### config.mk
export PLATFORM = sky130hd
export DESIGN_NAME = icache_ram
export DESIGN_NICKNAME = d
export VERILOG_FILES = /design/src/rtl/icache_pkg.sv /design/src/rtl/icache_ram.sv
export SDC_FILE = /design/constraint.sdc
export NUM_CORES = 1
export LEC_CHECK = 0
export BUFFER_PORTS_ARGS = -buffer_cell sky130_fd_sc_hd__buf_2
export CORE_MARGIN = 4
export CORE_UTILIZATION = 65
export CTS_CLUSTER_DIAMETER = 30
export DETAILED_ROUTE_END_ITERATION = 12
export PLACE_DENSITY = 0.81
export SLEW_MARGIN = 15
export SYNTH_ARGS = -nofsm -noshare
export SYNTH_HDL_FRONTEND = slang
export SYNTH_SLANG_ARGS = --single-unit
### constraint.sdc
create_clock -name clk -period 9.43 [get_ports clk]
set_clock_uncertainty 0.15 [all_clocks]
set_input_delay 0 -clock clk [delete_from_list [all_inputs] [get_ports clk]]
set_output_delay 0 -clock clk [all_outputs]
set_load 0.005 [all_outputs]
### src/rtl/icache_pkg.sv
//========================================
// geometry of the instruction cache
// fixed here, no module overrides it
// addresses are physical, word aligned
//========================================

package icache_pkg;

    localparam int addr_w     = 32;
    localparam int data_w     = 32;
    localparam int line_words = 4;
    localparam int num_ways   = 4;
    localparam int num_sets   = 16;

    // address split: tag | index | offset
    localparam int offset_w   = $clog2(line_words * data_w / 8);
    localparam int index_w    = $clog2(num_sets);
    localparam int tag_w      = addr_w - index_w - offset_w;
    localparam int word_sel_w = $clog2(line_words);
    localparam int way_w      = $clog2(num_ways);

    typedef struct packed {
        logic             valid;
        logic [tag_w-1:0] tag;
    } tagv_t;

    typedef logic [line_words-1:0][data_w-1:0] line_t; // word 0 in the low bits

    typedef enum logic [2:0] {
        lookup,
        miss_req,
        refill,
        refill_done,
        unc_req,
        unc_wait,
        unc_done
    } cache_state_t;

endpackage

### src/rtl/icache_ram.sv
//========================================
// single port array, one cycle read
// read reg holds while rd_en is low
// write data is not forwarded to rdata
//========================================

`timescale 1ns/1ps

module icache_ram #(
    parameter type payload_t = icache_pkg::tagv_t
) (
    input  logic                           clk,
    input  logic                           rst_n,
    input  logic                           rd_en,
    input  logic                           we,
    input  logic [icache_pkg::index_w-1:0] addr,
    input  payload_t                       wdata,
    output payload_t                       rdata
);
    import icache_pkg::*;

    localparam int depth = num_sets;

    payload_t mem [depth];

    always_ff @(posedge clk) begin
        if (we) begin
            mem[addr] <= wdata;
        end
    end

    // read register doubles as the pipeline latch of the lookup
    always_ff @(posedge clk) begin
        if (!rst_n) begin
            rdata <= '0;
        end else if (rd_en) begin
            rdata <= mem[addr];
        end
    end

endmodule

==> flow_summary_export.csv <==
group,metric,value,unit
run_status,status,"completed",
placement,placed_area,0.01675,sq mm
finish,antenna-diode-count,0,
finish,layout_commonest_cell,"edfxtp_1",
routing,vias_per_cell,6.599,
worst_setup_path,crit_path_top_delay_cell,"nand3b_1",
routing,drc,0,
sta,min_period,3035,ps
finish,area_delta_synth_final,19.11,%
floorplan,core_area,0.02439,sq mm
flow_run,maxCapViolations,0,
power,vdd_drop_max,0.0001524,V
cts,cts_resized,0,
floorplan,die_x,165.9,microns
placement,hpwl,18.33,mm
placement,dp_cells,1220,
floorplan,initial_core_util,66.41,%
routing,via_count,9047,
cts,cts_setup_buffers,0,
cts,htree_levels,3,
cts,cts_tree,"done",
synthesis,synth_nets,912,
synthesis,synth_area,0.01620,sq mm
synthesis,yosys.area.top_type_share,74.16,%
cts,insertion_delay,550,ps
worst_setup_path,crit_type,"in2reg",
cts,cts_root_buffer,"clkbuf_16",
power,p_leak,0.006760,uW
worst_setup_path,cpMostUsedCell,"buf_4",
floorplan,ioPinCount,58,
global_route,overflow,0,
finish,regArea,0.01251,sq mm
worst_setup_path,endpoint_kind,"register",
cts,clockBufferDepth,3,
worst_setup_path,crit_fanout,51,
synthesis,avgSynthCellArea,18.43,sq um
routing,first_iter_violations,1213,
global_route,grt_pass1_vias,9297,
sta,relSlewSlack,22.73,%
sta,setup_violations,0,
routing,drt_wl_total,38.03,mm
finish,layout.cells.non_filler,1371,
finish,drive_above_1_share,20.53,%
finish,final_cell_mix,"edfxtp_1 (400), mux2i_1 (150), clkbuf_16 (73)",
global_route,grt_max_degree,55,
finish,multi_input_area,0.003423,sq mm
routing,wl_per_cell,27.74,microns
hold_path,worstHoldPathType,"in2reg",
sta,finalHoldViolCount,0,
synthesis,yosysWarningCount,0,
sta,clock.fmax,329.5,MHz
sta,fin_tns_setup,0,ps
finish,nets,1029,
sta,fin_crit_sh,32.18,%
synthesis,synth-seq-cells,425,
floorplan,die_area,0.02751,sq mm
cts,cts.clk_slew.worst_paths,50,ps
worst_setup_path,required,9770,ps
finish,fillers,1189,
floorplan,fp.dieH,165.9,microns
synthesis,synth_seq_area_share,77.25,%
worst_setup_path,worst_setup_path_start_kind,"input port",
worst_setup_path,path_cells,"buf_4 > buf_4 > nand3b_1 > o22ai_1 > nor2_1 > a31oi_1 > dlygate4sd3_1",
synthesis,yosysTopAreaCell,"edfxtp_1",
cts,cts_buffers,68,
placement,place_congestion,0.7734,
sta,rsz0062_at_grt,"false",
synthesis,synthTopCellsByArea,"edfxtp_1 (74%), mux2i_1 (9.3%), mux4_2 (3.5%)",
synthesis,postSynthCellCount,879,
finish,final_area,0.01929,sq mm
floorplan,rows,57,
worst_setup_path,path_delay_family,"buffers and inverters",
global_route,antenna_found_initial,0,
synthesis,ys_types,26,
routing,firstDrtPassIters,7,
placement,port_buffers,57,
global_route,grt_pass1_wl,57.15,mm
worst_setup_path,critPathMaxStageDelay,850,ps
sta,maxSlewViolCount,0,
sta,worst_slew_pin_slew,1156,ps
power,p_per_area,246.4,mW/mm^2
cts,clkSinkCount,425,
worst_setup_path,path_buf_inv,3,
global_route,track_usage,27.70,%
routing,drtAntennaViolNets,0,
worst_setup_path,cp.arrival,3380,ps
## stage by stage
| step | utilization [%] | worst slack [ps] | hold WS [ps] | power (uW) |
|---|---|---|---|---|
| 4_1_cts | 79.10 | 6478 | 19.78 | 4758 |
| 2_1_floorplan | - | 6413 | -51.13 | 2279 |
| 6_report | 79.10 | 6395 | 47.67 | 4754 |
| 3_3_place_gp | 68.69 | 6564 | 215.4 | 2347 |
| 3_5_place_dp | 68.69 | 6389 | 238.2 | 2356 |
| 5_1_grt | 79.10 | 6254 | 65.54 | 4876 |
## worst paths after layout
kind                             startpoint         to  slack, ps  cells past startpoint
worst min-delay path                addr[0]   rdata[2]         50                      5
worst max register to register  mem[13][14]  rdata[14]       7250                      5
worst min register to register     rdata[6]   rdata[6]        390                      2
worst max-delay path                addr[3]  rdata[14]       6400                      7
## routing by layer
metal	track usage, %	vias to the layer above	wire (microns)
met3	6.594	113	4146
met5	0	-	0
met1	37.65	4504	14070
li1	-	3813	-
met2	43.66	617	18430
met4	12.16	0	1378
## cell usage after synthesis
| library cell | instances |
|---|---|
| nand3b_1 | 5 |
| buf_8 | 1 |
| mux4_2 | 25 |
| nand2_1 | 16 |
| buf_2 | 10 |
| mux2i_1 | 150 |
| dfxtp_1 | 25 |
| buf_1 | 2 |
| o21ai_1 | 11 |
| or3b_1 | 3 |
| a2bb2oi_1 | 14 |
| or3_1 | 1 |
| buf_6 | 9 |
| nor2_1 | 38 |
| a31oi_1 | 25 |
| nand3_1 | 16 |
| a221oi_1 | 11 |
| buf_4 | 14 |
| clkbuf_1 | 20 |
| edfxtp_1 | 400 |
| nor2b_1 | 1 |
| nor3_1 | 4 |
| and2_1 | 1 |
| o21ai_0 | 25 |
| o22ai_1 | 50 |
| nand2b_1 | 2 |
## final cells by class
| cell class | instances | area share [%] |
|---|---|---|
| Clock buffer | 84 | 9.683 |
| Clock inverter | 37 | 1.913 |
| Multi-Input combinational cell | 398 | 17.74 |
| Sequential cell | 425 | 64.85 |
| Tap cell | 324 | 2.101 |
| Timing Repair Buffer | 103 | 3.703 |
## cells by family after synthesis
family | after synthesis | synth area share (%)
DFF | 425 | 77.25
muxes | 175 | 12.75
and+or+nand+nor | 87 | 2.457
AOI/OAI and AO/OA | 136 | 5.361
buffers and inverters | 56 | 2.186
## state kept, by name (all words and copies together), names as in the netlist
signal / count
rdata: 25
mem: 400
## timing repair
action,in CTS,in global routing
endpoints found under the setup margin,0,0
hold buffers,30,0
hold endpoints to repair,425,0
## report_power, final
part	switching (uW)	internal, uW
combinational	134	78.0
sequential	15.4	2110
clock	844	1570
## tightest hold or removal path: cells and delay by family
family	cells	cell delay (ps)
buffers and inverters	1	210
AO/OA/AOI/OAI	2	170
AND/OR/NAND/NOR	1	100
multiplexers	1	200
Note: power is estimated with default switching activity, not from simulation.
