## config.mk

```make
export PLATFORM = sky130hd
export DESIGN_NAME = icache_fsm
export DESIGN_NICKNAME = d
export VERILOG_FILES = /design/src/rtl/icache_pkg.sv /design/src/rtl/icache_fsm.sv
export SDC_FILE = /design/constraint.sdc
export NUM_CORES = 1
export LEC_CHECK = 0
export ABC_AREA = 1
export BUFFER_PORTS_ARGS = -buffer_cell sky130_fd_sc_hd__buf_4
export CAP_MARGIN = 20
export CORE_AREA = 8 8 45 47
export CTS_BUF_LIST = sky130_fd_sc_hd__clkbuf_8 sky130_fd_sc_hd__clkbuf_16
export CTS_CLUSTER_SIZE = 14
export DETAILED_ROUTE_END_ITERATION = 8
export DIE_AREA = 0 0 53 55
export HOLD_SLACK_MARGIN = 0.12
export PLACE_DENSITY = 0.5
export RECOVER_POWER = 50
export SLEW_MARGIN = 20
export SYNTH_ARGS = -nofsm -noshare
export SYNTH_HDL_FRONTEND = slang
export SYNTH_SLANG_ARGS = --single-unit
```

## constraint.sdc

```tcl
create_clock -name clk -period 2.14 [get_ports clk]
set_input_delay 0.428 -clock clk [delete_from_list [all_inputs] [get_ports clk]]
set_output_delay 0.428 -clock clk [all_outputs]
set_load 0.02 [all_outputs]
```

## src/rtl/icache_pkg.sv

```systemverilog
//========================================
// geometry of the instruction cache
// fixed here, no module overrides it
// addresses are physical, word aligned
//========================================

package icache_pkg;

    localparam int addr_w     = 32;
    localparam int data_w     = 32;
    localparam int line_words = 4;
    localparam int num_ways   = 4;
    localparam int num_sets   = 16;

    // address split: tag | index | offset
    localparam int offset_w   = $clog2(line_words * data_w / 8);
    localparam int index_w    = $clog2(num_sets);
    localparam int tag_w      = addr_w - index_w - offset_w;
    localparam int word_sel_w = $clog2(line_words);
    localparam int way_w      = $clog2(num_ways);

    typedef struct packed {
        logic             valid;
        logic [tag_w-1:0] tag;
    } tagv_t;

    typedef logic [line_words-1:0][data_w-1:0] line_t; // word 0 in the low bits

    typedef enum logic [2:0] {
        lookup,
        miss_req,
        refill,
        refill_done,
        unc_req,
        unc_wait,
        unc_done
    } cache_state_t;

endpackage

```

## src/rtl/icache_fsm.sv

```systemverilog
//========================================
// controller of the cache
// one transition per cycle at most
// refill and uncached paths are exclusive
//========================================

`timescale 1ns/1ps

module icache_fsm (
    input  logic                     clk,
    input  logic                     rst_n,
    input  logic                     req_pending,
    input  logic                     req_cached,
    input  logic                     cache_hit,
    input  logic                     stall,
    input  logic                     rd_rdy,
    input  logic                     unc_rdy,
    input  logic                     unc_ret_valid,
    input  logic                     line_valid,
    output icache_pkg::cache_state_t state,
    output logic                     rd_req,
    output logic                     unc_req,
    output logic                     refill_start,
    output logic                     fill
);
    import icache_pkg::*;

    cache_state_t state_next;

    always_ff @(posedge clk) begin
        if (!rst_n) begin
            state <= lookup;
        end else begin
            state <= state_next;
        end
    end

    always_comb begin
        state_next = state;
        case (state)
            lookup: begin
                if (req_pending && !req_cached) begin
                    state_next = icache_pkg::unc_req; // enum value, the port shares the name
                end else if (req_pending && !cache_hit) begin
                    state_next = miss_req;
                end
            end
            miss_req: begin
                if (rd_rdy) begin
                    state_next = refill;
                end
            end
            refill: begin
                if (line_valid) begin
                    state_next = refill_done;
                end
            end
            refill_done: begin
                state_next = lookup; // arrays reread here, lookup then hits
            end
            icache_pkg::unc_req: begin
                if (unc_rdy) begin
                    state_next = unc_wait;
                end
            end
            unc_wait: begin
                if (unc_ret_valid) begin
                    state_next = unc_done;
                end
            end
            unc_done: begin
                // word stays on rdata until the fetch stage moves on
                if (!stall) begin
                    state_next = lookup;
                end
            end
            default: begin
                state_next = lookup;
            end
        endcase
    end

    // plain levels toward the memory side
    assign rd_req  = (state == miss_req);
    assign unc_req = (state == icache_pkg::unc_req);

    // refill counter restarts as the line request is taken
    assign refill_start = (state == miss_req) && rd_rdy;

    // write strobe for the victim way and the PLRU
    assign fill = (state == refill) && line_valid;

endmodule

```

==> impl_metrics.py <==
metrics = {
    "status": {
        "status": "finished clean",
    },
    "floorplan": {
        "die_h_um": 55,
        "die_area_um2": 2915,
        "start_util": 0.1890,
        "num_rows": 14,
        "ios": 17,
        "core_area_um2": 1384,
        "die_x_um": 53,
    },
    "worst_setup_path": {
        "startpoint_type": "flip-flop",
        "cp-end-kind": "output port",
        "cp.required_ps": 1710,
        "crit_type": "flip-flop to output port",
        "worstPathArrival_ps": 1130,
        "path_buf_inv": 1,
        "critPathMaxStageDelay_ps": 460,
        "critPathTopFamily": "flip-flops",
        "crit_chain": "nand3_1 > nor2_1 > buf_4",
        "reg2reg_from": "state[0]",
        "path_max_fanout": 8,
        "slowest_stage": "dfxtp_1",
        "startpoint": "state[1]",
    },
    "cells_and_area": {
        "mostFrequentLayoutCell": "nor2_1",
        "drive_gt1_frac": 0.2857,
        "diodes": 0,
        "fin_area_um2": 430.4,
        "nNetsFinal": 81,
        "top_regs": "state (3)",
        "post-route-util": 0.3110,
        "top_register": "state",
        "fillers": 167,
        "layout_common_cells": "17 x nor2_1, 13 x buf_4, 10 x nand2_1, 8 x inv_1, 4 x nand3_1",
        "syn_to_final_growth_pct": 64.59,
        "largest_reg_flops": 3,
    },
    "clock_tree": {
        "cts_tree": "done",
        "cts_sinks": 3,
        "cts_buffer_depth": 2,
        "cts_resized": 0,
        "numCtsBuffers": 3,
        "cts_root_buffer": "clkbuf_8",
        "cts_hold_buf": 0,
        "post_cts_buffers": 0,
        "clk_latency_ps": 220,
        "clk_pin_slew_ps": 30,
        "htreeDepth": 1,
    },
    "job": {
        "drv_cap": 0,
    },
    "global_routing": {
        "grt_max_degree": 9,
        "grt_first_pass_wirelength_um": 1207,
        "grt_remaining_overflow": 0,
        "gr-usage-all-layers": 0.05674,
        "grt_pass1_vias": 332,
        "antenna_found_initial": 0,
    },
    "worst_hold_path": {
        "hp-start": "rst_n",
        "min_path_type": "primary input to flip-flop",
    },
    "place": {
        "gp_congestion": 0.7223,
        "port_buffers": 16,
        "dp_hpwl_um": 632.3,
        "place_area_um2": 401.6,
    },
    "logic_synthesis": {
        "syn_area_um2": 261.5,
        "synth-seq-cells": 3,
        "syn_avg_cell_area_um2": 5.230,
        "synthCells": 50,
        "syn_nets": 60,
        "ys_warn_count": 0,
        "seq_area_frac_synth": 0.2297,
        "synth.distinct_cells": 13,
    },
    "pwr": {
        "worst_ir_drop_vdd_v": 0.0004914,
        "pwr-share-clk": 0.277,
        "swShare": 0.4592,
        "total_power_mw": 0.5754,
        "seqPwrFrac": 0.185,
        "power_switching_mw": 0.2642,
        "internal_power_mw": 0.3112,
        "powerDensity_nw_per_um2": 1337,
        "p_leak_nw": 0.2448,
        "p_comb_frac": 0.538,
    },
    "timing": {
        "setup_violations": 0,
        "max-slew-margin-rel": 0.8242,
        "fmax_mhz": 642.7,
        "tns_ps": 0,
        "maxSlewViolCount": 0,
        "skew_ps": 2.650,
        "finalCritPeriodShare": 0.7271,
        "tightest_slew_ps": 263.3,
        "rsz0062_at_grt": "no",
        "period_minus_slack_ps": 1556,
        "hold_ws_ps": 453.9,
        "hold_viol_final": 0,
    },
    "route": {
        "routed_via_density": 3.977,
        "avgRoutedWirePerCell_um": 8.756,
        "vias": 342,
        "ant_nets": 0,
        "drt_first_pass_iters": 4,
        "first_iter_violations": 12,
        "drc": 0,
        "drt_wl_total_um": 753,
    },
}
-- area by class of cell --
| cell class | count | area (um^2) | area share |
|---|---|---|---|
| repair buffers | 16 | 108.9 | 0.2529 |
| multi-input cells | 38 | 162.7 | 0.3779 |
| clock inverters | 1 | 3.754 | 0.008721 |
| inverters | 9 | 33.78 | 0.07849 |
| flip-flops and latches | 3 | 60.06 | 0.1395 |
| clock buffers | 3 | 41.29 | 0.09593 |
| well taps | 16 | 20.02 | 0.04651 |
-- Yosys cell counts --
master	n	area (um^2)
nor2_1	17	63.81
nand2_1	10	37.54
inv_1	7	26.28
dfxtp_1	3	60.06
nand3_1	3	15.01
inv_2	2	7.510
o21ai_0	2	10.01
a21oi_1	1	5.000
nand3_2	1	10.01
nand3b_1	1	7.510
nor2_2	1	6.260
o22ai_1	1	6.260
or2_2	1	6.260
-- worst paths after layout --
path	to	cells after the start	slack [ps]
max	fill	3	580
min	state[0]	3	450
max reg2reg	state[1]	7	860
min reg2reg	state[1]	4	620
-- power groups by stage --
| stage | clock, mW | combinational [mW] | sequential, mW |
|---|---|---|---|
| detailed placement | 0 | 0.336 | 0.107 |
| floorplan | 0 | 0.205 | 0.126 |
| CTS | 0.164 | 0.337 | 0.106 |
| global placement | 0 | 0.341 | 0.108 |
| global route | 0.173 | 0.355 | 0.110 |
| finish | 0.159 | 0.310 | 0.106 |
-- per-stage QoR --
stage,std cells,worst slack [ps]
final,86,584.0
after global routing,86,460.8
after CTS,86,566.6
after detailed placement,82,798.4
after global placement,82,767.4
after floorplan,50,695.6
-- cells by family (layout without fill, tap and decap cells) --
kind of cell,count (synthesis),in the layout,share of synthesized area
AND/OR/NAND/NOR,34,34,0.5598
buffers and inverters,9,29,0.1292
flip-flops,3,3,0.2297
AO/OA/AOI/OAI,4,4,0.08134
-- routing by layer --
metal  GRT usage  wire, um  vias up  share of wire
li1            -         -      191              -
met2     0.09180       371        9           0.49
met3     0.02406        49        2          0.065
met5           0         0        -              0
met4     0.06466        14        0          0.019
met1     0.04992       317      140           0.42
-- worst reg2reg max path, stage by stage, from the launching register on --
cell,delay (ps)
dfxtp_1,370
inv_1,110
nand3_1,160
nor2_1,60
nor2_1,100
nand3_1,180
nor2_1,140
nor2_1,50
Note: power is estimated with default switching activity, not from simulation.
