--- src/rtl/icache_pkg.sv ---
//========================================
// geometry of the instruction cache
// fixed here, no module overrides it
// addresses are physical, word aligned
//========================================

package icache_pkg;

    localparam int addr_w     = 32;
    localparam int data_w     = 32;
    localparam int line_words = 4;
    localparam int num_ways   = 4;
    localparam int num_sets   = 16;

    // address split: tag | index | offset
    localparam int offset_w   = $clog2(line_words * data_w / 8);
    localparam int index_w    = $clog2(num_sets);
    localparam int tag_w      = addr_w - index_w - offset_w;
    localparam int word_sel_w = $clog2(line_words);
    localparam int way_w      = $clog2(num_ways);

    typedef struct packed {
        logic             valid;
        logic [tag_w-1:0] tag;
    } tagv_t;

    typedef logic [line_words-1:0][data_w-1:0] line_t; // word 0 in the low bits

    typedef enum logic [2:0] {
        lookup,
        miss_req,
        refill,
        refill_done,
        unc_req,
        unc_wait,
        unc_done
    } cache_state_t;

endpackage

--- src/rtl/icache_plru.sv ---
//========================================
// tree pseudo-LRU, three bits per set
// bit 0 picks the half, bits 1/2 the way
// victim is combinational from index
//========================================

`timescale 1ns/1ps

module icache_plru (
    input  logic                           clk,
    input  logic                           rst_n,
    input  logic [icache_pkg::index_w-1:0] index,
    input  logic [icache_pkg::way_w-1:0]   hit_way,
    input  logic                           hit,
    input  logic                           fill,
    output logic [icache_pkg::way_w-1:0]   victim
);
    import icache_pkg::*;

    logic [num_sets-1:0][2:0] tree_q;
    logic [2:0]               node;
    logic [2:0]               node_next;
    logic [way_w-1:0]         touch_way;

    assign node = tree_q[index];

    // bit set means the upper way of that pair is older
    assign victim = node[0] ? {1'b1, node[2]} : {1'b0, node[1]};

    // a fill lands in the victim way
    assign touch_way = fill ? victim : hit_way;

    // point every node on the path away from the touched way
    always_comb begin
        node_next    = node;
        node_next[0] = ~touch_way[1];
        if (touch_way[1]) begin
            node_next[2] = ~touch_way[0];
        end else begin
            node_next[1] = ~touch_way[0];
        end
    end

    always_ff @(posedge clk) begin
        if (!rst_n) begin
            tree_q <= '0;
        end else if (hit || fill) begin
            tree_q[index] <= node_next;
        end
    end

endmodule

--- config.mk ---
export PLATFORM = sky130hd
export DESIGN_NAME = icache_plru
export DESIGN_NICKNAME = d
export VERILOG_FILES = /design/src/rtl/icache_pkg.sv /design/src/rtl/icache_plru.sv
export SDC_FILE = /design/constraint.sdc
export NUM_CORES = 1
export LEC_CHECK = 0
export ABC_AREA = 1
export BUFFER_PORTS_ARGS = -buffer_cell sky130_fd_sc_hd__buf_2
export CAP_MARGIN = 40
export CORE_UTILIZATION = 62
export CTS_BUF_LIST = sky130_fd_sc_hd__clkbuf_4 sky130_fd_sc_hd__clkbuf_8
export CTS_CLUSTER_DIAMETER = 50
export CTS_CLUSTER_SIZE = 14
export DETAILED_ROUTE_END_ITERATION = 8
export GPL_ROUTABILITY_DRIVEN = 0
export GPL_TIMING_DRIVEN = 0
export PLACE_DENSITY_LB_ADDON = 0.15
export REMOVE_ABC_BUFFERS = 1
export SYNTH_ARGS = -nofsm -noshare
export SYNTH_HDL_FRONTEND = slang
export SYNTH_SLANG_ARGS = --single-unit
--- constraint.sdc ---
create_clock -name clk -period 1.9 [get_ports clk]
set_clock_uncertainty 0.1 [all_clocks]
set_input_delay 0.095 -clock clk [delete_from_list [all_inputs] [get_ports clk]]
set_output_delay 0.095 -clock clk [all_outputs]
set_load 0.02 [all_outputs]
==> out/qor.log <==
[final_layout] share of cells above drive strength 1 10.6%
[clock_tree] Post-CTS Hold Buffers 0
[setup_path] required time at the endpoint of the critical path 2.05 ns
[floorplanning] Placeable Area 4140 µm²
[setup_path] ordered cell list for the critical path nand2_1, nand2_1, nand2_1, nand2_1, nand2_1, nand2_2, nor2_4, a21boi_4, nand3_4, nand3_1, nand2_1, inv_1
[final_layout] final antenna diode count 0
[clock_tree] insertion delay to the later sink of the worst-skew pair 0.30 ns
[detailed_routing] average wire per standard cell 13.2 µm
[clock_tree] Clock Tree Root sky130_fd_sc_hd__clkbuf_8
[setup_path] Worst Path Class, Setup flop to flop
[sta] unrepaired setup endpoints after global routing yes
[global_route] wire length of the first global-routing pass 9980 µm
[setup_path] Setup crit end kind flop
[sta] measured slew at the worst slew-check pin 0.633 ns
[detailed_routing] drt first-iter violations 237
[sta] Max Clock Freq 546 MHz
[logic_synthesis] Post-Synth XOR/XNOR Area 0%
[clock_tree] clock sinks 48
[final_layout] filler instances 380
[logic_synthesis] number of cells produced by synthesis 438
[detailed_routing] remaining antenna violation count 0
[floorplanning] full die area 4750 µm²
[floorplanning] DIE HEIGHT 68.9 µm
[detailed_routing] total via count in the routed design 2620
[logic_synthesis] Syn. warnings 0
[logic_synthesis] Commonest cells post-synth sky130_fd_sc_hd__nand2_1, sky130_fd_sc_hd__inv_1, sky130_fd_sc_hd__nor2_1, sky130_fd_sc_hd__dfxtp_1, sky130_fd_sc_hd__nand3_1
[job] number of maximum-capacitance violations 0
[logic_synthesis] number of enable-type register cells in the synthesized netlist 0
[global_route] via count of the first global-routing pass 2181
[logic_synthesis] adder and majority gate portion of the synthesized area 0%
[clock_tree] number of buffers created by CTS 5
[detailed_routing] total wirelength of the detailed-routed design 6490 µm
[sta] setup violation total in the final timing report 0
[power_and_ir_drop] P_leak 0.00161 µW
[setup_path] crit-path max cell delay 0.35 ns
[sta] number of max-slew violations in the final report 0
[logic_synthesis] Avg Cell Area, Syn 6.34 µm²
[sta] Slew Limit Headroom 57.8%
[logic_synthesis] cells taking the most area after synthesis sky130_fd_sc_hd__dfxtp_1, sky130_fd_sc_hd__nand2_1, sky130_fd_sc_hd__inv_1, sky130_fd_sc_hd__nor2_1, sky130_fd_sc_hd__nand3_1
[logic_synthesis] combined area of all synthesized cells 2780 µm²
[setup_path] master of the slowest instance on the critical path sky130_fd_sc_hd__dfxtp_1
[global_route] pin count of the biggest net entering global routing 34
[floorplanning] die width 68.9 µm
[placement] Placed Instance Area 2770 µm²
[worst_hold_path] worst hold-check path type primary input to flop
[final_layout] non-filler cells, final 493
[final_layout] biggest registers after layout tree_q: 48 flops
[final_layout] Seq. cell area 963 µm²
[detailed_routing] per-cell via count in the routed design 5.31
[logic_synthesis] share of synthesized area spent on multiplexers 0%
[placement] pre-CTS setup slack -0.595 ns
[clock_tree] clock-pin slew reported for the worst setup and hold paths after clock tree synthesis 0.08 ns
[floorplanning] number of I/O pins 12
[final_layout] final cell area excluding filler cells 2940 µm²
[logic_synthesis] share of the synthesized area in the top cell type 34.6%
[final_layout] number of flip-flops in the largest register 48
[setup_path] Crit path arrival time 1.98 ns
[floorplanning] starting utilization of the core area 67.0%
[setup_path] delay-heaviest family, CP simple AND/OR/NAND/NOR gates
[floorplanning] number of rows created at floorplan 23
[logic_synthesis] library cell with the largest summed area after synthesis sky130_fd_sc_hd__dfxtp_1
[global_route] aggregate global-route resource usage 28.9%
[sta] minimum hold slack 0.268 ns
[final_layout] register bank with the most flops tree_q
[logic_synthesis] Cell variety after synth 25
[clock_tree] CTS max path bufs 2
[logic_synthesis] share of the synthesized area in compound gates (AO/OA/AOI/OAI) 10.7%
[setup_path] number of cells on the critical path 12
[logic_synthesis] post-synthesis sequential element count 48
[logic_synthesis] share of the yosys chip area belonging to registers 34.6%
[final_layout] Nets 452
[setup_path] crit path max fanout 16
[clock_tree] CTS tree built
[clock_tree] H-Tree Depth 2
[sta] Hold Fails Final Rpt 0
[placement] number of instances in the placed design 482
[sta] Tmin final 1.83 ns
[logic_synthesis] top flip-flop cell by instance count after synthesis sky130_fd_sc_hd__dfxtp_1
[logic_synthesis] leading cell type by number of instances after synthesis sky130_fd_sc_hd__nand2_1
[detailed_routing] 1st-pass router iterations 5
[final_layout] area of the multi-input gates 1470 µm²
[setup_path] most numerous cell on the critical path sky130_fd_sc_hd__nand2_1
[logic_synthesis] combinational family with the most area after synthesis simple AND/OR/NAND/NOR gates
[detailed_routing] DRC violation count after routing 0
[run_status] outcome completed
[power_and_ir_drop] power density over the cells 677 nW/µm²
[placement] IO buf count 11
[global_route] initial antenna violation count 0
[placement] DP Wirelength 4100 µm
[logic_synthesis] Synth Area in Simple Gates 41.0%
[final_layout] growth of design area from synthesis to finish 5.81%
[sta] share of the cycle needed by the critical path after routing 96.3%
[setup_path] CP Launch Type flop
[worst_hold_path] Hold Path Stages 3
[setup_path] Worst Reg2Reg Path Length in Cells 12
[logic_synthesis] post-synthesis async set-or-reset flop share 0%
[sta] final worst slack 0.0694 ns
[power_and_ir_drop] Peak supply drop 0.000390 V
[global_route] GR Overflow Total 0
[setup_path] count of buffering cells on the critical path with inverters included 1
cell usage in the layout, fill, tap and decap left out, drive strengths merged:
cell	count
nand2	177
inv	61
nor2	56
dfxtp	48
nand3	37
o211ai	16
o21a	16
buf	15
clkbuf	8
o21ai	4
clkinvlp	1
and2	1
or2	1
a21boi	1
nor3	1
worst reg2reg max path, cell delays in order (launching register included):
cell,delay (ns)
sky130_fd_sc_hd__dfxtp_1,0.35
sky130_fd_sc_hd__nand2_1,0.06
sky130_fd_sc_hd__nand2_1,0.07
sky130_fd_sc_hd__nand2_1,0.05
sky130_fd_sc_hd__nand2_1,0.09
sky130_fd_sc_hd__nand2_1,0.06
sky130_fd_sc_hd__nand2_2,0.11
sky130_fd_sc_hd__nor2_4,0.05
sky130_fd_sc_hd__a21boi_4,0.27
sky130_fd_sc_hd__nand3_4,0.28
sky130_fd_sc_hd__nand3_1,0.18
sky130_fd_sc_hd__nand2_1,0.06
sky130_fd_sc_hd__inv_1,0.04
through the flow:
stage	TNS (ns)	util (%)	total power [µW]
2_1_floorplan	0	-	1240
3_3_place_gp	-20.22	66.5	1330
3_5_place_dp	-20.58	66.9	1330
4_1_cts	0	69.7	1980
5_1_grt	-0.609	70.9	2070
6_report	0	70.9	1990
metal layers:
layer  share of wire, %  global-route usage (%)
met2                 47                    48.7
met1                 44                    37.0
met5                  0                       0
met3                7.8                    5.43
met4                1.1                    8.93
cell type report:
type                            instances  area share [%]
Inverter                               62            8.30
Timing Repair Buffer                   15            3.36
Sequential cell                        48            32.8
Multi-Input combinational cell        310            50.1
Clock buffer                            8            3.32
Tap cell                               50            2.13
power by group:
group,internal (µW),switching [µW]
Clock,326,331
Sequential,1040,15.1
Combinational,85.1,197
cells by family (layout without fill, tap and decap cells):
| logic type | Yosys count | count (layout) |
|---|---|---|
| compound gates | 37 | 37 |
| buf+inv | 80 | 85 |
| flops | 48 | 48 |
| simple gates | 273 | 273 |
worst paths after layout:
| kind | start | end | slack, ns |
|---|---|---|---|
| worst min register to register | tree_q[27]$_SDFFE_PN0P_ | tree_q[27]$_SDFFE_PN0P_ | 0.40 |
| worst max-delay path | tree_q[45]$_SDFFE_PN0P_ | tree_q[29]$_SDFFE_PN0P_ | 0.07 |
| worst min-delay path | rst_n | tree_q[3]$_SDFFE_PN0P_ | 0.27 |
| worst max register to register | tree_q[45]$_SDFFE_PN0P_ | tree_q[29]$_SDFFE_PN0P_ | 0.07 |
repair_timing:
action	in CTS	in global routing
gates resized for setup	1	11
endpoints found under the setup margin	34	35
buffers inserted	2	1
pin swaps	1	2
No activity file was read; power rests on OpenSTA's default activity.
