<file path="src/rtl/icache_pkg.sv">
//========================================
// geometry of the instruction cache
// fixed here, no module overrides it
// addresses are physical, word aligned
//========================================

package icache_pkg;

    localparam int addr_w     = 32;
    localparam int data_w     = 32;
    localparam int line_words = 4;
    localparam int num_ways   = 4;
    localparam int num_sets   = 16;

    // address split: tag | index | offset
    localparam int offset_w   = $clog2(line_words * data_w / 8);
    localparam int index_w    = $clog2(num_sets);
    localparam int tag_w      = addr_w - index_w - offset_w;
    localparam int word_sel_w = $clog2(line_words);
    localparam int way_w      = $clog2(num_ways);

    typedef struct packed {
        logic             valid;
        logic [tag_w-1:0] tag;
    } tagv_t;

    typedef logic [line_words-1:0][data_w-1:0] line_t; // word 0 in the low bits

    typedef enum logic [2:0] {
        lookup,
        miss_req,
        refill,
        refill_done,
        unc_req,
        unc_wait,
        unc_done
    } cache_state_t;

endpackage

</file>
<file path="src/rtl/icache_refill_cnt.sv">
//========================================
// collects refill beats into one line
// words must arrive in ascending order
// line_valid one cycle after last beat
//========================================

`timescale 1ns/1ps

module icache_refill_cnt (
    input  logic                          clk,
    input  logic                          rst_n,
    input  logic                          start,
    input  logic                          ret_valid,
    input  logic [icache_pkg::data_w-1:0] ret_data,
    output icache_pkg::line_t             line,
    output logic                          line_valid
);
    import icache_pkg::*;

    logic [word_sel_w-1:0] beat_cnt;
    logic                  last_beat;

    assign last_beat = (beat_cnt == word_sel_w'(line_words - 1));

    always_ff @(posedge clk) begin
        if (!rst_n) begin
            beat_cnt   <= '0;
            line_valid <= 1'b0;
        end else begin
            line_valid <= 1'b0;
            if (start) begin
                beat_cnt <= '0;
            end else if (ret_valid) begin
                beat_cnt   <= beat_cnt + 1'b1; // wraps back to zero
                line_valid <= last_beat;
            end
        end
    end

    // line buffer, slot picked by beat count
    always_ff @(posedge clk) begin
        if (ret_valid && !start) begin
            line[beat_cnt] <= ret_data;
        end
    end

endmodule

</file>
<file path="config.mk">
export PLATFORM = sky130hd
export DESIGN_NAME = icache_refill_cnt
export DESIGN_NICKNAME = d
export VERILOG_FILES = /design/src/rtl/icache_pkg.sv /design/src/rtl/icache_refill_cnt.sv
export SDC_FILE = /design/constraint.sdc
export NUM_CORES = 1
export LEC_CHECK = 0
export BUFFER_PORTS_ARGS = -buffer_cell sky130_fd_sc_hd__buf_2
export CAP_MARGIN = 40
export CORE_MARGIN = 3
export CORE_UTILIZATION = 51
export DETAILED_ROUTE_END_ITERATION = 8
export GPL_TIMING_DRIVEN = 0
export PLACE_DENSITY = 0.9
export SETUP_SLACK_MARGIN = 0.1
export SKIP_LAST_GASP = 1
export SYNTH_ARGS = -nofsm -noshare
export SYNTH_HDL_FRONTEND = slang
export SYNTH_SLANG_ARGS = --single-unit
</file>
<file path="constraint.sdc">
create_clock -name clk -period 2.5 [get_ports clk]
set_input_delay 0.125 -clock clk [delete_from_list [all_inputs] [get_ports clk]]
set_output_delay 0.125 -clock clk [all_outputs]
set_load 0.05 [all_outputs]
</file>
==> impl_metrics.tcl, run 1 <==
set metrics [dict create \
    finalSetupTns_ns 0 \
    hold_violations 0 \
    drive_above_1_share_pct 52.6 \
    hold_buffers 36 \
    power_w 0.00517 \
    tightest_slew_ns 0.844 \
    nets 410 \
    synthCells 148 \
    skew_ns 0.00851 \
    ios 165 \
    area_delta_synth_final_pct 49.3 \
    fmax_ghz 0.589 \
    path_cells "ha_1, and2_2" \
    ctsResizeCount 0 \
    root_buffer "clkbuf_8" \
    final_cell_mix "buf_2 (164), edfxtp_1 (128), dlygate4sd3_1 (36), clkbuf_16 (16)" \
    cp.depth 2 \
    critPathArrivalTime_ns 1.81 \
    hold-path-cell-count 2 \
    top_usage_layer "met2" \
    globalRouteMet2Util_pct 34.5 \
    post_cts_buffers 0 \
    critPathCapture "line[108]" \
    initial_core_util_pct 54.0 \
    core_area_mm2 0.00749 \
    cp_max_fo 32 \
    required_ns 2.61 \
    worstSetupStartpointType "flip-flop" \
    yosys.area.top_type "edfxtp_1" \
    gr-total-overflow 0 \
    cts_tree "built" \
    wire_per_inst_um 17.4 \
    reg2reg_to "line[108]" \
    avgSynthCellArea_um2 27.3 \
    regArea_mm2 0.00390 \
    crit_buf_inv 0 \
    path_clk_slew_ns 0.06 \
    crit_path_start "beat_cnt[0]" \
    first_global_vias 2336 \
    hpwl_um 5270 \
    drv_cap 0 \
    synth_nets 188 \
    slew_headroom_pct 43.7 \
    placed_cells 414 \
    antenna_left 0 \
    use_met1_pct 21.5 \
    antenna_found_initial 0 \
    rows 31 \
    synth_seq_cells 131 \
    cts_htree_levels 4 \
    drtIter0Drc 86 \
    globalplace.congestion 0.731 \
    grt_usage_pct 19.5 \
    port_buffers 164 \
    final_common_cell "buf_2" \
    vias_per_cell 4.71 \
    synth_cell_types 11 \
    grt_util_met3_pct 7.18 \
    n_fill_cell 394 \
    cpPeakStageDelay_ns 0.71 \
    p_per_area_mw_per_mm2 857 \
    r2r_start "beat_cnt[0]" \
    worstSetupPathType "flip-flop to flip-flop" \
    rsz0062_at_grt "no" \
    synth_seq_area_share_pct 96.5 \
    peakVddDrop_mv 0.724 \
    hold_path.class "input port to flip-flop" \
    worstSkewPairLatency_ns 0.49 \
    syn_area_mm2 0.00404 \
    fin_crit_sh_pct 67.9 \
    p_leak_nw 2.38 \
    num_vias 2269 \
    setup_viol 0 \
    multi_input_area_um2 133 \
    synthTopCellsByArea "edfxtp_1 (95%), dfxtp_1 (1.5%), ha_1 (1.2%)" \
    die_h_um 95.0 \
    fin_cells 482 \
    fin_util_pct 80.6 \
    dr.pass1.iters 4 \
    critPathTopFamily "simple AND/OR/NAND/NOR gates" \
    worstSetupEndpointType "flip-flop" \
    synth_warnings 0 \
    r2r_setup_slack_ns 0.80 \
    slew_viol_final 0 \
    cts.sinks 131 \
    grt_pass1_wl_um 12300 \
    ff2ff_path_depth 2 \
    die_area_mm2 0.00903 \
    period_minus_slack_ns 1.70 \
    numCtsBuffers 17 \
    die_w_um 95.0 \
    status "completed" \
    grt_max_degree 33 \
    postRouteWirelength_um 8390 \
    drc 0 \
    yosysTopAreaCellShare_pct 95.0 \
    slowest_stage "and2_2" \
    ctsLongestPathBuffers 2 \
]
==> Yosys cell counts <==
library cell / count
and3_1: 1
edfxtp_1: 128
and2_2: 4
mux2i_1: 1
xnor2_1: 1
nand2b_1: 1
nor2_1: 2
nor2b_4: 1
ha_1: 4
inv_1: 2
dfxtp_1: 3
==> worst min path at each step <==
stage / start / endpoint / slack [ns]
finish: ret_data[19] / line[83] / 0.38
floorplan: ret_data[0] / line[0] / 0.22
CTS: ret_data[4] / line[36] / 0.35
detailed placement: ret_data[7] / line[71] / 0.34
global route: ret_data[28] / line[124] / 0.37
global placement: ret_data[21] / line[117] / 0.33
==> power breakdown <==
group          switching [W]  internal, W
logic               0.000176    0.0000876
registers         0.00000893      0.00245
clock network       0.000839      0.00161
total                0.00102      0.00415
==> metrics by stage <==
| stage | worst slack [ns] | hold slack, ns | cell area [µm²] |
|---|---|---|---|
| floorplan | 1.11 | 0.224 | 4040 |
| global placement | 0.819 | 0.333 | 4990 |
| global route | 0.674 | 0.367 | 6030 |
| detailed placement | 0.805 | 0.340 | 5070 |
| finish | 0.803 | 0.377 | 6040 |
| CTS | 0.796 | 0.352 | 6030 |
==> worst reg2reg max path, cell delays in order, from the launching register on <==
cell and delay [ns]:
dfxtp_1 0.39, ha_1 0.20, and2_2 0.71
==> registers in the layout (all words and copies together) (netlist names) <==
register,flops
line,128
beat_cnt,2
line_valid,1
==> final cells by class <==
type / instances / share of cell area, %
Antenna cell: 1 / 0.0415
Clock buffer: 17 / 6.86
Clock inverter: 14 / 3.11
Inverter: 2 / 0.124
Multi-Input combinational cell: 15 / 2.20
Sequential cell: 131 / 64.7
Tap cell: 99 / 2.05
Timing Repair Buffer: 203 / 20.9
==> cells by family (layout without fill, tap and decap cells) <==
kind of cell | count (synthesis) | in the layout | synth area share [%]
buffers and inverters | 2 | 236 | 0.186
and+or+nand+nor | 9 | 9 | 1.58
muxes | 1 | 1 | 0.248
DFF | 131 | 131 | 96.5
other | 0 | 1 | 0
adders and majority gates | 4 | 4 | 1.24
xor gates and xnor gates | 1 | 1 | 0.217
==> metal layers <==
| metal | wire [µm] | part of all wire [%] |
|---|---|---|
| met1 | 3120 | 37 |
| met2 | 4590 | 55 |
| met3 | 615 | 7.3 |
| met4 | 67 | 0.80 |
| met5 | 0 | 0 |
Power figures use the tool's default switching activity.
==> inputs of run 2 (changes only) <==
--- a/config.mk
+++ b/config.mk
@@ -8,10 +8,10 @@
 export BUFFER_PORTS_ARGS = -buffer_cell sky130_fd_sc_hd__buf_2
 export CAP_MARGIN = 40
 export CORE_MARGIN = 3
-export CORE_UTILIZATION = 51
+export CORE_UTILIZATION = 47
 export DETAILED_ROUTE_END_ITERATION = 8
 export GPL_TIMING_DRIVEN = 0
-export PLACE_DENSITY = 0.9
+export PLACE_DENSITY = 0.84
 export SETUP_SLACK_MARGIN = 0.1
 export SKIP_LAST_GASP = 1
 export SYNTH_ARGS = -nofsm -noshare
==> constraint.sdc (replaced) <==
create_clock -name clk -period 1.8 [get_ports clk]
set_input_delay 0.09 -clock clk [delete_from_list [all_inputs] [get_ports clk]]
set_output_delay 0.09 -clock clk [all_outputs]
set_load 0.05 [all_outputs]
==> run 2 against run 1 <==
  * Cell count increased by 1.0%
  * Largest power group unchanged
  * Critical path type unchanged
  * Clock power increased by 23%
  * Count of clock-buffer cells in the layout unchanged
==> impl_metrics.tcl, run 2 (same netlist as run 1, synthesis figures left out) <==
set metrics [dict create \
    root_buffer "clkbuf_8" \
    fin_crit_sh_pct 87.9 \
    cts_htree_levels 4 \
    fin_util_pct 71.7 \
    ctsLongestPathBuffers 2 \
    fin_cells 487 \
    rows 33 \
    p_int_w 0.00533 \
    fin_area_mm2 0.00595 \
    final_common_cell "buf_2" \
    wire_per_inst_um 17.4 \
    top_regs "line: 128 flops, beat_cnt: 2 flops, line_valid: 1 flops" \
    nets 410 \
    p_clk_share_pct 44.3 \
    ff2ff_path_depth 4 \
    whs_endpoint "line[102]" \
    initial_core_util_pct 48.7 \
    first_global_vias 2424 \
    worstSkewPairLatency_ns 0.50 \
    slew_headroom_pct 66.0 \
    die_h_um 98.8 \
    slew_viol_final 0 \
    antenna_left 0 \
    reg2reg_to "line[1]" \
    critPathTopFamily "simple AND/OR/NAND/NOR gates" \
    globalplace.congestion 0.704 \
    n_fill_cell 530 \
    cts.sinks 131 \
    ios 165 \
    dr.pass1.iters 4 \
    fmax_ghz 0.632 \
    port_buffers 164 \
    slowest_stage "and2_2" \
    num_vias 2265 \
    power_frac_comb_pct 5.4 \
    drv_cap 0 \
    setup_viol 0 \
    gr-total-overflow 0 \
    grt_pass1_wl_um 13100 \
    power_switching_w 0.00146 \
    worstSetupStartpointType "flip-flop" \
    vias_per_cell 4.65 \
    rsz0062_at_grt "no" \
    drtIter0Drc 98 \
    cp_max_fo 18 \
    core_area_mm2 0.00830 \
    hpwl_um 5250 \
    p_per_area_mw_per_mm2 1140 \
    placed_cells 419 \
    r2r_setup_slack_ns 0.22 \
    postRouteWirelength_um 8500 \
    largest_reg_flops 128 \
    path_cells "inv_1, ha_1, and2_2, buf_16" \
    peakVddDrop_mv 0.681 \
    skew_ns 0.00446 \
    worstSetupEndpointType "flip-flop" \
    worstSetupPathType "flip-flop to flip-flop" \
    drive_above_1_share_pct 52.5 \
    top_register "line" \
    die_area_mm2 0.00975 \
    numCtsBuffers 17 \
    whs_ns 0.339 \
    status "completed" \
    tightest_slew_ns 0.510 \
    post_cts_buffers 0 \
    grt_usage_pct 18.4 \
    hold_path.class "input port to flip-flop" \
    antenna_found_initial 1 \
    hold-path-cell-count 2 \
    finalSetupTns_ns 0 \
    r2r_start "beat_cnt[0]" \
    required_ns 2.01 \
    path_clk_slew_ns 0.06 \
    cts_tree "built" \
    critPathArrivalTime_ns 1.79 \
    sw_frac_of_total_pct 21.5 \
    min-delay-start "ret_data[6]" \
    cpPeakStageDelay_ns 0.47 \
    drc 0 \
    area_delta_synth_final_pct 47.2 \
    die_w_um 98.8 \
    power_frac_seq_pct 50.3 \
    placed_area_mm2 0.00505 \
    crit_buf_inv 2 \
    period_minus_slack_ns 1.58 \
    final_cell_mix "buf_2 (164), edfxtp_1 (128), dlygate4sd3_1 (37), clkbuf_16 (16)" \
    hold_violations 0 \
    grt_max_degree 33 \
    p_leak_nw 2.35 \
]
[run 2: cell types whose count changed in the layout (fill, tap and decap cells not counted), sizes merged]
cell         delta
buf             -1
bufinv          -3
dlygate4sd3     +1
inv             +2
[run 2: stage by stage]
step	power, W	setup slack, ns
detailed placement	0.00378	0.0888
floorplan	0.00366	0.414
CTS	0.00685	0.133
global route	0.00702	0.138
global placement	0.00376	0.116
finish	0.00679	0.218
[run 2: how the worst max path moves through the flow]
stage | slack [ns] | endpoint | depth (start not counted) | startpoint
floorplan | 0.41 | line[64] | 3 | beat_cnt[0]
global placement | 0.12 | line[85] | 3 | beat_cnt[0]
detailed placement | 0.09 | line[114] | 2 | beat_cnt[0]
CTS | 0.13 | line[45] | 2 | beat_cnt[0]
global route | 0.14 | line[16] | 4 | beat_cnt[0]
finish | 0.22 | line[1] | 4 | beat_cnt[0]
[run 2: repair_timing]
| item | 4_1_cts | 5_1_grt |
|---|---|---|
| gates resized for setup | 1 | 1 |
| hold buffers | 37 | 0 |
| setup endpoints to repair | 32 | 32 |
| endpoints found under the hold margin | 131 | 0 |
| pin swaps | 0 | 0 |
| cloned | 0 | 0 |
[run 2: power groups by stage]
stage,Sequential [W],Combinational [W],Clock [W]
global placement,0.00348,0.000286,0
detailed placement,0.00348,0.000303,0
CTS,0.00342,0.000366,0.00306
finish,0.00342,0.000366,0.00301
global route,0.00342,0.000385,0.00321
floorplan,0.00363,0.0000271,0
[run 2: layout make-up]
type                    instances  area [µm²]  share of cell area (%)
clock inverters                13         113                    1.89
multi-input cells              15         135                    2.27
inverters                       2        7.51                   0.126
well taps                     105         131                    2.21
flip-flops and latches        131        3900                    65.6
diodes                          1        2.50                  0.0420
clock buffers                  17         414                    6.96
repair buffers                203        1250                    20.9
[run 2: layer usage]
layer  wire length (µm)  global-route usage, %  share of wire, %
met5                  0                      0                 0
met4                140                   8.72               1.6
met3                772                   7.22               9.1
met2               4490                   31.6                53
met1               3090                   19.8                36
==> inputs of run 3 (changes only) <==
--- a/config.mk
+++ b/config.mk
@@ -11,7 +11,7 @@
 export CORE_UTILIZATION = 47
 export DETAILED_ROUTE_END_ITERATION = 8
 export GPL_TIMING_DRIVEN = 0
-export PLACE_DENSITY = 0.84
+export PLACE_DENSITY = 0.78
 export SETUP_SLACK_MARGIN = 0.1
 export SKIP_LAST_GASP = 1
 export SYNTH_ARGS = -nofsm -noshare
==> run 3 against run 2 <==
  * Largest power group is now the clock network
  * Sequential cell count unchanged
  * Design area up 2.4%
  * Via count up 0.75%
  * Clock power up 22%
  * First-iteration DRC count up 5.1%
  * Highest routed layer unchanged
==> impl_metrics.tcl, run 3 (same netlist as run 1, synthesis figures left out) <==
set metrics [dict create \
    grt_pass1_wl_um 13400 \
    multi_input_area_um2 133 \
    final_cell_mix "buf_2 (164), edfxtp_1 (128), dlygate4sd3_1 (37), clkbuf_16 (16), bufinv_16 (5)" \
    dr.pass1.iters 4 \
    ctsResizeCount 0 \
    path_clk_slew_ns 0.06 \
    core_area_mm2 0.00830 \
    setup_viol 0 \
    top_usage_layer "met2" \
    final_common_cell "buf_2" \
    postRouteWirelength_um 8840 \
    required_ns 2.00 \
    slew_headroom_pct 73.6 \
    wire_per_inst_um 18.0 \
    root_buffer "clkbuf_8" \
    path_cells "ha_1, and2_2, buf_16" \
    hpwl_um 5560 \
    whs_ns 0.341 \
    cts.sinks 131 \
    sw_frac_of_total_pct 20.4 \
    area_delta_synth_final_pct 50.7 \
    cp_max_fo 20 \
    nets 412 \
    grt_util_met3_pct 6.65 \
    num_vias 2282 \
    vias_per_cell 4.66 \
    fmax_ghz 0.647 \
    initial_core_util_pct 48.7 \
    drtIter0Drc 103 \
    p_leak_nw 2.41 \
    worstSetupEndpointType "flip-flop" \
    power_frac_seq_pct 45.8 \
    p_clk_share_pct 49.3 \
    cts_htree_levels 4 \
    regArea_mm2 0.00390 \
    finalSetupTns_ns 0 \
    critPathArrivalTime_ns 1.74 \
    gr-total-overflow 0 \
    hold_violations 0 \
    slew_viol_final 0 \
    p_int_w 0.00593 \
    power_frac_comb_pct 4.9 \
    drc 0 \
    crit_buf_inv 1 \
    rsz0062_at_grt "no" \
    cpPeakStageDelay_ns 0.41 \
    power_w 0.00745 \
    worstSetupPathType "flip-flop to flip-flop" \
    antenna_found_initial 0 \
    tightest_slew_ns 0.395 \
    hold_buffers 37 \
    period_minus_slack_ns 1.54 \
    power_switching_w 0.00152 \
    first_global_vias 2485 \
    grt_max_degree 25 \
    drive_above_1_share_pct 52.7 \
    slowest_stage "dfxtp_1" \
    ios 165 \
    status "completed" \
    worstSkewPairLatency_ns 0.50 \
    post_cts_buffers 0 \
    die_h_um 98.8 \
    timing.final.ws_setup_ns 0.255 \
    numCtsBuffers 17 \
    globalplace.congestion 0.722 \
    ctsLongestPathBuffers 2 \
    fin_crit_sh_pct 85.8 \
    top_register "line" \
    peakVddDrop_mv 0.766 \
    worstSetupStartpointType "flip-flop" \
    largest_reg_flops 128 \
    die_w_um 98.8 \
    grt_usage_pct 18.6 \
    skew_ns 0.00551 \
    use_met1_pct 20.0 \
    hold_path.class "input port to flip-flop" \
    n_fill_cell 490 \
    globalRouteMet2Util_pct 32.7 \
    place_ws_ns 0.243 \
    rows 33 \
    cts_tree "built" \
    p_per_area_mw_per_mm2 1220 \
    drv_cap 0 \
    die_area_mm2 0.00975 \
    antenna_left 0 \
    antenna_cells 0 \
    critPathTopFamily "flip-flops" \
    port_buffers 164 \
    top_regs "line: 128 flops, beat_cnt: 2 flops, line_valid: 1 flops" \
]
run 3: cell types whose count changed in the layout (fill, tap and decap cells not counted), sizes merged:
cell | previous run | this run
buf | 166 | 168
bufinv | 1 | 5
clkinv | 7 | 3
diode | 1 | 0
inv | 5 | 7
run 3: area by class of cell:
class / count / share of cell area, %
flip-flops and latches: 131 / 64.0
clock inverters: 15 / 3.74
repair buffers: 205 / 21.0
well taps: 105 / 2.16
inverters: 2 / 0.123
clock buffers: 17 / 6.79
multi-input cells: 15 / 2.18
run 3: power by group through the flow:
stage / logic, W / clock network [W] / registers (W)
finish: 0.000367 / 0.00367 / 0.00341
global route: 0.000387 / 0.00385 / 0.00342
CTS: 0.000367 / 0.00372 / 0.00341
detailed placement: 0.000304 / 0 / 0.00348
global placement: 0.000287 / 0 / 0.00348
floorplan: 0.0000271 / 0 / 0.00363
run 3: per-layer routing:
metal,wire length [µm],vias to the layer above
li1,-,1044
met1,3220,1103
met2,4750,119
met3,668,16
met4,206,0
met5,0,-
run 3: worst paths after layout:
| check | from | end | slack [ns] | depth (start not counted) |
|---|---|---|---|---|
| max reg2reg | beat_cnt[0] | line[104] | 0.26 | 3 |
| max | beat_cnt[0] | line[104] | 0.26 | 3 |
| min | ret_data[31] | line[31] | 0.34 | 2 |
| min reg2reg | beat_cnt[1] | beat_cnt[1] | 0.65 | 2 |
run 3: through the flow:
stage / instances / util (%) / cell area [µm²]
6_report: 490 / 73.5 / 6100
4_1_cts: 490 / 73.5 / 6100
3_3_place_gp: 417 / 60.2 / 5000
2_1_floorplan: 148 / - / 4040
3_5_place_dp: 421 / 61.3 / 5080
5_1_grt: 490 / 73.5 / 6100
run 3: worst reg2reg max path: stages (launching register included):
cell and delay (ns):
dfxtp_1 0.41, ha_1 0.20, and2_2 0.40, buf_16 0.23
